==> src/logic/acq_pkg.sv <==
// acquisition subsystem shared constants, density modes and state encodings
package acq_pkg;

	// ------------------------------------------------------------------------
	// frame layout
	// ------------------------------------------------------------------------
	localparam logic [15:0] len_head = 16'd12;
	localparam logic [15:0] len_tail = 16'd48;
	localparam logic [15:0] len_crc = 16'd2;

	// first header word of every frame
	localparam logic [15:0] sync_word = 16'heb90;

	// crc-16 ccitt, msb first
	localparam logic [15:0] crc_poly = 16'h1021;
	localparam logic [15:0] crc_init = 16'hffff;

	// packet memory holds 2**buf_depth_log2 words
	localparam int buf_depth_log2 = 8;

	// ------------------------------------------------------------------------
	// encodings
	// ------------------------------------------------------------------------
	// device density, value 2 is never produced
	typedef enum logic [1:0] {
		mode_low  = 2'd0,
		mode_mid  = 2'd1,
		mode_high = 2'd3
	} mode_t;

	typedef enum logic [2:0] {
		asm_idle,
		asm_head,
		asm_load,
		asm_tail,
		asm_crc_hi,
		asm_crc_lo
	} asm_state_t;

	typedef enum logic [1:0] {
		dr_idle,
		dr_fetch,
		dr_emit
	} drain_state_t;

endpackage
==> src/logic/fetch_base.sv <==
// configuration decoder producing packet length, density mode and bit timing
`timescale 1ns/1ps

module fetch_base #(
	parameter int load_per_sample = 900
) (
	input  logic                 clk_sys,
	input  logic                 arst_n,
	input  logic [7:0]           cfg_sample,
	input  logic [7:0]           cfg_num_dev,
	output logic [15:0]          len_pkg,
	output acq_pkg::mode_t       mode,
	output logic [15:0]          tbit_frq,
	output logic [19:0]          tbit_period
);

	localparam logic [15:0] len_fixed = acq_pkg::len_head + acq_pkg::len_tail + acq_pkg::len_crc;
	localparam logic [15:0] len_rst = len_fixed + 16'(20 * load_per_sample);

	logic [7:0] rate_code;

	// bit frequency per density mode and rate code
	function automatic logic [15:0] frq_lookup(input acq_pkg::mode_t m, input logic [7:0] code);
		logic [15:0] f;
		case (m)
			acq_pkg::mode_high: begin
				case (code)
					8'd10:   f = 16'd4000;
					8'd5:    f = 16'd2000;
					8'd2:    f = 16'd1000;
					8'd1:    f = 16'd500;
					default: f = 16'd5000;
				endcase
			end
			acq_pkg::mode_mid: begin
				case (code)
					8'd10:   f = 16'd2000;
					8'd5:    f = 16'd1000;
					8'd2:    f = 16'd500;
					8'd1:    f = 16'd200;
					default: f = 16'd4000;
				endcase
			end
			default: begin
				case (code)
					8'd10:   f = 16'd1000;
					8'd5:    f = 16'd500;
					8'd2:    f = 16'd200;
					8'd1:    f = 16'd200;
					default: f = 16'd2000;
				endcase
			end
		endcase
		return f;
	endfunction

	// unknown rate codes behave like 20
	always_comb begin
		case (cfg_sample)
			8'd20, 8'd10, 8'd5, 8'd2, 8'd1: rate_code = cfg_sample;
			default:                        rate_code = 8'd20;
		endcase
	end

	// ------------------------------------------------------------------------
	// registered decode, frequency follows mode by one cycle
	// ------------------------------------------------------------------------
	always_ff @(posedge clk_sys or negedge arst_n) begin
		if (!arst_n) begin
			len_pkg <= len_rst;
			mode <= acq_pkg::mode_low;
			tbit_frq <= 16'd2000;
		end else begin
			len_pkg <= len_fixed + 16'(int'(rate_code) * load_per_sample);
			if (cfg_num_dev >= 8'd16) begin
				mode <= acq_pkg::mode_high;
			end else if (cfg_num_dev >= 8'd8) begin
				mode <= acq_pkg::mode_mid;
			end else begin
				mode <= acq_pkg::mode_low;
			end
			tbit_frq <= frq_lookup(mode, rate_code);
		end
	end

	// period in system clocks per sample bit
	always_comb begin
		case (tbit_frq)
			16'd4000: tbit_period = 20'd25;
			16'd2000: tbit_period = 20'd50;
			16'd1000: tbit_period = 20'd100;
			16'd500:  tbit_period = 20'd200;
			16'd200:  tbit_period = 20'd500;
			default:  tbit_period = 20'd20;
		endcase
	end

endmodule

==> config.mk <==
export PLATFORM = sky130hd
export DESIGN_NAME = fetch_base
export DESIGN_NICKNAME = d
export VERILOG_FILES = /design/src/logic/acq_pkg.sv /design/src/logic/fetch_base.sv
export SDC_FILE = /design/constraint.sdc
export NUM_CORES = 1
export LEC_CHECK = 0
export BUFFER_PORTS_ARGS = -buffer_cell sky130_fd_sc_hd__buf_2
export CORE_ASPECT_RATIO = 0.75
export CORE_MARGIN = 2
export CORE_UTILIZATION = 53
export DETAILED_ROUTE_END_ITERATION = 7
export PLACE_DENSITY = 0.82
export SYNTH_ARGS = -nofsm -noshare
export SYNTH_HDL_FRONTEND = slang
export SYNTH_SLANG_ARGS = --single-unit
==> constraint.sdc <==
create_clock -name clk_sys -period 1.65 [get_ports clk_sys]
set_input_delay 0.0825 -clock clk_sys [delete_from_list [all_inputs] [get_ports clk_sys]]
set_output_delay 0.0825 -clock clk_sys [all_outputs]
set_load 0.05 [all_outputs]
==> results.rst, run 1 <==
.. list-table::
   :header-rows: 1

   * - Metric
     - Value
   * - Clk buf depth
     - 2
   * - Synthesized cell area
     - 2430 µm²
   * - Num Clock Sinks
     - 26
   * - Clk Tree Root Cell
     - sky130_fd_sc_hd__clkbuf_8
   * - Stopping stage
     - 4_1_cts
   * - Number of hold buffers added after cts
     - 1
   * - Flops & latches, synth
     - 26
   * - Synth async-reset ratio
     - 100%
   * - Number of warning messages in the yosys log
     - 0
   * - Initial core utilization
     - 54.6%
   * - Tool Error
     - [ERROR DPL-0033] detailed placement checks failed during check placement.
   * - Die span in x
     - 82.1 µm
   * - Number of flops mapped to enable cells by yosys
     - 0
   * - Ys flop type
     - sky130_fd_sc_hd__dfrtp_1
   * - Count of input and output buffers
     - 49
   * - Status
     - stopped before the end
   * - Final estimated routing congestion in global placement
     - 0.852
   * - Count of mapped cells out of synthesis
     - 248
   * - Sequential element share of the synthesized area
     - 27.4%
   * - Number of top-level pins
     - 72
   * - Quantity of gates resized following cts
     - 117
   * - Worst slack, placed
     - -1940 ps
   * - Number of H-tree branching levels
     - 1
   * - Chip Height
     - 62.6 µm
   * - Clock buffers created by TritonCTS
     - 3
   * - Buffers inserted during post-CTS setup optimization
     - 35
   * - HPWL reported at the end of detailed placement
     - 4.80 mm
   * - Number of distinct standard cells referenced by the synthesized netlist
     - 56
   * - Number of placement rows
     - 21
   * - Average cell area after synthesis
     - 9.78 µm²
stage by stage:
stage	area [µm²]	hold slack [ps]	std cells	util (%)
after floorplan	3020	-213	280	-
after global placement	3540	114	411	79.7
after detailed placement	3540	119	411	79.7
logic make-up after synthesis:
kind of cell	count (synthesis)	share of synthesized area [%]
compound gates	38	10.8
simple gates	74	17.4
fa+ha+maj	48	27.2
mux	3	1.39
flops	26	27.4
other cells	2	0.310
xor+xnor	18	6.50
buf+inv	39	8.97
Yosys cell counts, drive strengths merged (2+ instances only):
cell type / instances / area share (%)
nand4: 2 / 0.77
nor2: 13 / 2.1
xnor2: 16 / 5.8
dfrtp: 15 / 15
or4: 2 / 0.77
ha: 40 / 21
inv: 15 / 2.3
o211ai: 3 / 0.93
and3: 7 / 1.9
mux2: 3 / 1.4
nor3: 5 / 1.0
clkbuf: 5 / 0.77
o31ai: 2 / 0.83
a21oi: 7 / 1.4
a22oi: 2 / 0.62
nand2: 21 / 3.6
xor2: 2 / 0.72
buf: 19 / 5.9
dfstp: 11 / 12
nor4: 3 / 1.4
o21ai: 9 / 1.9
a21o: 2 / 0.62
fa: 8 / 6.6
conb: 2 / 0.31
a211oi: 3 / 0.93
nand3: 10 / 2.1
==> inputs of run 2 (changes only) <==
--- a/config.mk
+++ b/config.mk
@@ -6,11 +6,10 @@
 export NUM_CORES = 1
 export LEC_CHECK = 0
 export BUFFER_PORTS_ARGS = -buffer_cell sky130_fd_sc_hd__buf_2
-export CORE_ASPECT_RATIO = 0.75
 export CORE_MARGIN = 2
-export CORE_UTILIZATION = 53
+export CORE_UTILIZATION = 40
 export DETAILED_ROUTE_END_ITERATION = 7
-export PLACE_DENSITY = 0.82
+export PLACE_DENSITY_LB_ADDON = 0.15
 export SYNTH_ARGS = -nofsm -noshare
 export SYNTH_HDL_FRONTEND = slang
 export SYNTH_SLANG_ARGS = --single-unit
==> run 2 against run 1 <==
Against the previous run:
- the flow now finishes, with violations (setup timing)
- synthesized area unchanged
- synthesized cell count unchanged
==> results.rst, run 2 <==
.. list-table::
   :header-rows: 1

   * - Metric
     - Value
   * - Worst ir drop on vdd
     - 0.421 mV
   * - WHS
     - 9.22 ps
   * - Clock-pin slew of the registers on the worst-case setup and hold paths
     - 100 ps
   * - Data arrival time of the worst path
     - 3400 ps
   * - Register name with the most flops
     - len_pkg
   * - Ys flop type
     - sky130_fd_sc_hd__dfrtp_1
   * - Compound-Gate Fraction of Synth Area
     - 10.8%
   * - Number of placement rows
     - 28
   * - Slew Limit Fails
     - 0
   * - Area growth syn-to-layout
     - 78.8%
   * - Maximum fanout along the worst path
     - 7
   * - Clk buf depth
     - 2
   * - Total wire length
     - 6.83 mm
   * - Clock insertion delay at the later pin of the skew report
     - 280 ps
   * - Post-route total power
     - 2300 µW
   * - Adder-cell area share of the yosys netlist
     - 27.2%
   * - Clock buffers created by TritonCTS
     - 3
   * - Setup repair after global routing missed its margin
     - yes
   * - Crit path kind
     - input port to flop
   * - Vias in the first global route
     - 2,316
   * - Leakage dissipation
     - 0.00194 µW
   * - Antenna diode count
     - 0
   * - Flops & latches, synth
     - 26
   * - Post-layout min period
     - 3190 ps
   * - Maximum number of pins on one net before global-route repair
     - 27
   * - Total congestion overflow after global routing
     - 0
   * - Worst slack, placed
     - -1840 ps
   * - Min setup slack post-route
     - -1540 ps
   * - Die span in x
     - 81.9 µm
   * - Source of the critical timing path
     - cfg_sample[2]
   * - Initial core utilization
     - 41.2%
   * - Ratio of total power to cell area
     - 529 nW/µm²
   * - Number of flip-flops in the largest register
     - 14
   * - Achievable clock frequency
     - 313 MHz
   * - Number of H-tree branching levels
     - 1
   * - Length in cells of the worst reg-to-reg path
     - 3
   * - Synthesized-area fraction occupied by and/or/nand/nor cells
     - 17.4%
   * - Synthesized cell area
     - 2430 µm²
   * - Max capacitance violation total
     - 0
   * - Share of cell area taken by muxes after synthesis
     - 1.39%
   * - Cells taking the most area after synthesis
     - sky130_fd_sc_hd__ha_1 21%, sky130_fd_sc_hd__dfrtp_1 15%, sky130_fd_sc_hd__dfstp_2 12%, sky130_fd_sc_hd__fa_1 6.6%, sky130_fd_sc_hd__buf_4 5.9%
   * - TritonCTS clock tree
     - yes
   * - Highest-count cells in the layout ignoring fill and taps
     - 55 x sky130_fd_sc_hd__buf_4, 39 x sky130_fd_sc_hd__buf_2, 34 x sky130_fd_sc_hd__conb_1, 31 x sky130_fd_sc_hd__ha_4, 28 x sky130_fd_sc_hd__buf_6
   * - Global-route wire length before repair
     - 10.9 mm
   * - Worst min-delay path class
     - input port to flop
   * - Most common library cell in the layout ignoring fill and taps
     - sky130_fd_sc_hd__buf_4
   * - Fraction of final layout cells sized beyond drive strength 1
     - 65.1%
   * - Count of antenna-violating nets left after detailed routing
     - 0
   * - Status
     - finished with violations
   * - Count of input and output buffers
     - 49
   * - Remaining max-slew budget at the tightest pin
     - 58.5%
   * - Drt first-iter violations
     - 112
   * - Flop2flop setup slack
     - 330 ps
   * - Cell with the most instances after synthesis
     - sky130_fd_sc_hd__ha_1
   * - Count of endpoints failing setup in the final report
     - 28
   * - Total Nets Final
     - 454
   * - Number of flops mapped to enable cells by yosys
     - 0
   * - Kind of capture point of the worst setup path
     - flop
   * - Initial antenna violation count
     - 0
   * - Non-filler cells, final
     - 462
   * - Failing checks
     - setup timing
   * - Clk Tree Root Cell
     - sky130_fd_sc_hd__clkbuf_8
   * - Synth async-reset ratio
     - 100%
   * - WP data required
     - 1860 ps
   * - Floorplan Core Area
     - 5890 µm²
   * - Reg-to-reg critical path startpoint
     - mode[1]
   * - Setup tns final
     - -15,450 ps
   * - Average via count per standard cell
     - 4.91
   * - Hold Violations, Final
     - 0
   * - HPWL reported at the end of detailed placement
     - 4.49 mm
   * - Filler Cells Inserted
     - 411
   * - Crit path to
     - len_pkg[15]
   * - Leading post-synthesis cells by instance count
     - 40 x sky130_fd_sc_hd__ha_1, 20 x sky130_fd_sc_hd__nand2_1, 19 x sky130_fd_sc_hd__buf_4, 16 x sky130_fd_sc_hd__xnor2_1, 15 x sky130_fd_sc_hd__dfrtp_1
   * - Parity-gate share of the synthesized area counting xor and xnor cells
     - 6.50%
   * - Number of distinct standard cells referenced by the synthesized netlist
     - 56
   * - Global Route Usage Sum
     - 21.1%
   * - Combinational family with the most area after synthesis
     - adder cells
   * - Die Footprint
     - 6700 µm²
   * - Number of warning messages in the yosys log
     - 0
   * - Number of remaining DRC errors
     - 0
   * - Length of the first detailed-routing pass in iterations
     - 4
   * - Num Clock Sinks
     - 26
   * - Sequential element share of the synthesized area
     - 27.4%
   * - Share of Yosys cell area claimed by the top area cell type
     - 20.6%
   * - Largest regs
     - len_pkg x14, tbit_frq x10, mode x2
   * - Setup crit start kind
     - input port
   * - Wirelength per Cell
     - 14.8 µm
   * - Average cell area after synthesis
     - 9.78 µm²
   * - Number of top-level pins
     - 72
   * - Chip Height
     - 81.9 µm
   * - Final critical-path share of the clock period
     - 194%
   * - Count of mapped cells out of synthesis
     - 248
   * - Cell Count Post-Placement
     - 430
   * - Measured slew at the worst slew-check pin
     - 623 ps
   * - Dominant cell type by area after synthesis
     - sky130_fd_sc_hd__ha_1
   * - Worst clock skew
     - 3.42 ps
   * - Final estimated routing congestion in global placement
     - 0.861
   * - Vias after detailed routing
     - 2,270
   * - Capture instance of the worst register-to-register path
     - tbit_frq[10]
==> run 2: cell counts after synthesis <==
No cell type changed its count.
==> run 2: logic make-up (layout without fill, tap and decap cells) <==
group           count (synthesis)  after routing
xor+xnor                       18             18
simple gates                   74             74
buf+inv                        39            146
fa+ha+maj                      48             48
flops                          26             26
compound gates                 38             38
other cells                     2             34
mux                             3              3
==> run 2: routing by layer <==
layer  track usage, %  part of all wire (%)  routed length [µm]  vias to the layer above
met5                0                     0                   0                        -
met4             7.00                   1.6                 110                        0
met3             1.32                   3.2                 216                        8
met2             41.0                    57                3880                       68
met1             24.3                    38                2620                     1102
li1                 -                     -                   -                     1092
==> run 2: layout make-up <==
class | instances | area, µm² | area share (%)
multi-input cells | 215 | 2450 | 56.5
repair buffers | 127 | 988 | 22.8
clock inverters | 1 | 30.0 | 0.692
clock buffers | 3 | 41.3 | 0.952
well taps | 75 | 93.8 | 2.16
flip-flops and latches | 26 | 671 | 15.5
inverters | 15 | 62.6 | 1.44
==> run 2: worst max-delay path: stages <==
cell and delay (ps):
sky130_fd_sc_hd__buf_6 90, sky130_fd_sc_hd__or4b_4 540, sky130_fd_sc_hd__o31ai_4 90, sky130_fd_sc_hd__nand2_4 140, sky130_fd_sc_hd__nor2_4 140, sky130_fd_sc_hd__inv_2 60, sky130_fd_sc_hd__fa_2 570, sky130_fd_sc_hd__ha_4 210
sky130_fd_sc_hd__ha_4 150, sky130_fd_sc_hd__ha_4 210, sky130_fd_sc_hd__ha_4 160, sky130_fd_sc_hd__a21oi_2 120, sky130_fd_sc_hd__nor2_1 50, sky130_fd_sc_hd__or4_4 560, sky130_fd_sc_hd__nand4_2 90, sky130_fd_sc_hd__xnor2_1 110
==> run 2: stage by stage <==
step	instance area, µm²	utilization, %
4_1_cts	4160	70.7
5_1_grt	4340	73.7
2_1_floorplan	3020	-
6_report	4340	73.7
3_5_place_dp	3570	60.7
3_3_place_gp	3570	60.7
==> run 2: what timing repair did <==
item	4_1_cts	5_1_grt
endpoints found under the setup margin	29	30
pin swaps	45	22
gates resized for setup	91	22
endpoints found under the hold margin	16	0
setup buffers	20	9
hold buffers	2	0
==> run 2: how the worst min path moves through the flow <==
stage              startpoint     endpoint  slack [ps]  cells past startpoint
4_1_cts        cfg_num_dev[5]      mode[1]           8                      2
3_3_place_gp           arst_n      mode[1]         130                      1
6_report       cfg_num_dev[5]      mode[1]           9                      2
2_1_floorplan          arst_n  len_pkg[11]        -210                      0
3_5_place_dp           arst_n      mode[1]         140                      1
5_1_grt        cfg_num_dev[7]      mode[1]           9                      2
==> run 2: power by group <==
part	switching (µW)	leakage, µW	internal, µW
logic	604	0.00161	409
clock network	219	0.0000357	325
registers	27.6	0.000291	711
No activity file was read; power rests on OpenSTA's default activity.
==> inputs of run 3 (changes only) <==
--- a/config.mk
+++ b/config.mk
@@ -7,8 +7,9 @@
 export LEC_CHECK = 0
 export BUFFER_PORTS_ARGS = -buffer_cell sky130_fd_sc_hd__buf_2
 export CORE_MARGIN = 2
-export CORE_UTILIZATION = 40
+export CORE_UTILIZATION = 30
 export DETAILED_ROUTE_END_ITERATION = 7
+export GPL_ROUTABILITY_DRIVEN = 0
 export PLACE_DENSITY_LB_ADDON = 0.15
 export SYNTH_ARGS = -nofsm -noshare
 export SYNTH_HDL_FRONTEND = slang
==> constraint.sdc (replaced) <==
create_clock -name clk_sys -period 1.65 [get_ports clk_sys]
set_input_delay 0.2475 -clock clk_sys [delete_from_list [all_inputs] [get_ports clk_sys]]
set_output_delay 0.2475 -clock clk_sys [all_outputs]
set_load 0.05 [all_outputs]
==> run 3 against run 2 <==
Against the previous run:
- utilization down 16 points
- the run still ends with setup timing left
- wire length down 11%
- clock skew down 1.3 ps
- via count down 0.66%
- non-clock buffer count up 9
==> results.rst, run 3 (synthesis gave the netlist of run 2 again) <==
.. list-table::
   :header-rows: 1

   * - Metric
     - Value
   * - Filler Cells Inserted
     - 656
   * - Drt first-iter violations
     - 38
   * - TritonCTS clock tree
     - yes
   * - Length of the first detailed-routing pass in iterations
     - 4
   * - Die span in x
     - 93.9 µm
   * - Setup repair after global routing missed its margin
     - yes
   * - Crit path kind
     - input port to flop
   * - Clock buffers created by TritonCTS
     - 3
   * - Worst clock skew
     - 2.07 ps
   * - Largest stage delay, worst path
     - 570 ps
   * - Maximum number of pins on one net before global-route repair
     - 27
   * - Remaining max-slew budget at the tightest pin
     - 60.2%
   * - Achievable clock frequency
     - 299 MHz
   * - Length in cells of the worst reg-to-reg path
     - 2
   * - Setup tns final
     - -20,920 ps
   * - Setup crit start kind
     - input port
   * - Post-layout min period
     - 3350 ps
   * - Number of placement rows
     - 32
   * - Maximum fanout along the worst path
     - 6
   * - Data arrival time of the worst path
     - 3550 ps
   * - Die Footprint
     - 8820 µm²
   * - Switching part of the total power
     - 36.7%
   * - Num Clock Sinks
     - 26
   * - Kind of capture point of the worst setup path
     - flop
   * - Hold Violations, Final
     - 0
   * - Fraction of final layout cells sized beyond drive strength 1
     - 67.7%
   * - Net switching power of the design
     - 847 µW
   * - Final design area excluding fillers
     - 4510 µm²
   * - Clock-pin slew of the registers on the worst-case setup and hold paths
     - 100 ps
   * - Measured slew at the worst slew-check pin
     - 597 ps
   * - Post-detailed-placement cell area
     - 3760 µm²
   * - Cell Int Power
     - 1460 µW
   * - Chip Height
     - 93.9 µm
   * - Part of the power in the clock network
     - 23.0%
   * - Clock insertion delay at the later pin of the skew report
     - 270 ps
   * - Antenna diode count
     - 0
   * - Cell-by-cell listing of the critical path
     - buf_6 -> or4b_4 -> o31ai_4 -> nand2_4 -> nor2_4 -> inv_2 -> fa_2 -> ha_4 -> ha_4 -> ha_4 -> ha_4 -> a21oi_4 -> nor2_1 -> or4_4 -> nand4_4 -> xnor2_2
   * - WP data required
     - 1850 ps
   * - Ratio of total power to cell area
     - 512 nW/µm²
   * - Number of top-level pins
     - 72
   * - Leakage dissipation
     - 0.00201 µW
   * - Average via count per standard cell
     - 4.53
   * - Vias after detailed routing
     - 2,255
   * - Worst Hold Path Cells
     - 2
   * - Min setup slack post-route
     - -1700 ps
   * - Share of total power in combinational logic
     - 45.1%
   * - Clk Tree Root Cell
     - sky130_fd_sc_hd__clkbuf_8
   * - Clk buf depth
     - 2
   * - Wirelength per Cell
     - 12.2 µm
   * - Total congestion overflow after global routing
     - 0
   * - Global-route wire length before repair
     - 10.4 mm
   * - Total Nets Final
     - 463
   * - Worst min-delay path class
     - input port to flop
   * - Number of H-tree branching levels
     - 1
   * - Initial core utilization
     - 31.2%
   * - HPWL reported at the end of detailed placement
     - 4.54 mm
   * - Vias in the first global route
     - 2,260
   * - Most common library cell in the layout ignoring fill and taps
     - sky130_fd_sc_hd__buf_4
   * - Status
     - finished with violations
   * - Area growth syn-to-layout
     - 85.7%
   * - Initial antenna violation count
     - 0
   * - Global Route Usage Sum
     - 14.6%
   * - Count of input and output buffers
     - 49
   * - Number of remaining DRC errors
     - 0
   * - Part of the total power dissipated in sequential elements
     - 31.9%
   * - Worst-path cell with the longest stage delay
     - sky130_fd_sc_hd__or4_4
   * - Total wire length
     - 6.05 mm
   * - Number of flip-flops in the largest register
     - 14
   * - Failing checks
     - setup timing
   * - Highest-count cells in the layout ignoring fill and taps
     - 67 x sky130_fd_sc_hd__buf_4, 39 x sky130_fd_sc_hd__buf_2, 34 x sky130_fd_sc_hd__conb_1, 30 x sky130_fd_sc_hd__ha_4, 25 x sky130_fd_sc_hd__buf_6
   * - WHS
     - 162 ps
   * - Max capacitance violation total
     - 0
   * - Count of antenna-violating nets left after detailed routing
     - 0
   * - Largest regs
     - len_pkg x14, tbit_frq x10, mode x2
   * - Count of endpoints failing setup in the final report
     - 31
   * - Floorplan Core Area
     - 7770 µm²
   * - Worst ir drop on vdd
     - 0.466 mV
   * - Slew Limit Fails
     - 0
   * - Register name with the most flops
     - len_pkg
   * - Cell with the most instances on the worst path
     - sky130_fd_sc_hd__ha_4
   * - Final critical-path share of the clock period
     - 203%
-- run 3: cell count changes in the layout (fill, tap and decap cells not counted), moves of 3 or more --
cell,previous run,this run
sky130_fd_sc_hd__buf_4,55,67
sky130_fd_sc_hd__xnor2_2,5,8
sky130_fd_sc_hd__xnor2_1,11,8
sky130_fd_sc_hd__nand2_2,6,3
sky130_fd_sc_hd__ha_1,7,10
sky130_fd_sc_hd__buf_6,28,25
-- run 3: power by group through the flow --
stage	Sequential, µW	Clock, µW	Combinational, µW
final	736	531	1040
after detailed placement	749	0	952
after global routing	742	576	1120
after global placement	749	0	942
after floorplan	960	0	541
after CTS	738	553	1020
-- run 3: timing repair --
item                                    4_1_cts  5_1_grt
hold buffers                                  1        0
buffers inserted                             18        7
resized for setup                            91       20
endpoints found under the hold margin        14        0
pin swaps                                    53       14
endpoints found under the setup margin       32       32
-- run 3: worst paths after layout --
path	slack (ps)	start	endpoint
setup / recovery	-1700	cfg_sample[4]	len_pkg[15]
hold / removal	160	cfg_num_dev[3]	mode[0]
setup reg to reg	390	mode[1]	tbit_frq[3]
hold reg to reg	680	mode[0]	tbit_frq[4]
max in group asynchronous	710	arst_n	tbit_frq[11]
min in group asynchronous	510	arst_n	len_pkg[4]
-- run 3: area by class of cell --
| class | count | area (µm²) | share of cell area (%) |
|---|---|---|---|
| clock buffers | 3 | 41.3 | 0.916 |
| clock inverters | 1 | 30.0 | 0.666 |
| inverters | 15 | 62.6 | 1.39 |
| multi-input cells | 215 | 2510 | 55.8 |
| flip-flops and latches | 26 | 681 | 15.1 |
| well taps | 102 | 128 | 2.83 |
| repair buffers | 136 | 1050 | 23.3 |
-- run 3: worst max-delay path: cells and delay by family --
kind	cells	cell delay [ps]
simple gates	6	1540
compound gates	2	210
xor+xnor	1	110
buf+inv	2	140
fa+ha+maj	5	1320
-- run 3: routing by layer --
| layer | up-vias | global-route usage, % | share of wire [%] |
|---|---|---|---|
| met4 | 0 | 3.26 | 0.88 |
| met2 | 56 | 26.7 | 52 |
| met5 | - | 0 | 0 |
| met3 | 4 | 1.36 | 3.1 |
| li1 | 1116 | - | - |
| met1 | 1079 | 18.4 | 44 |
-- run 3: through the flow --
| step | power (µW) | util [%] | worst slack (ps) | std cells |
|---|---|---|---|---|
| global placement | 1690 | 48.4 | -1980 | 470 |
| finish | 2310 | 58.0 | -1700 | 498 |
| floorplan | 1500 | - | -2170 | 280 |
| CTS | 2310 | 56.2 | -1690 | 491 |
| global route | 2440 | 58.0 | -1790 | 498 |
| detailed placement | 1700 | 48.4 | -2050 | 470 |
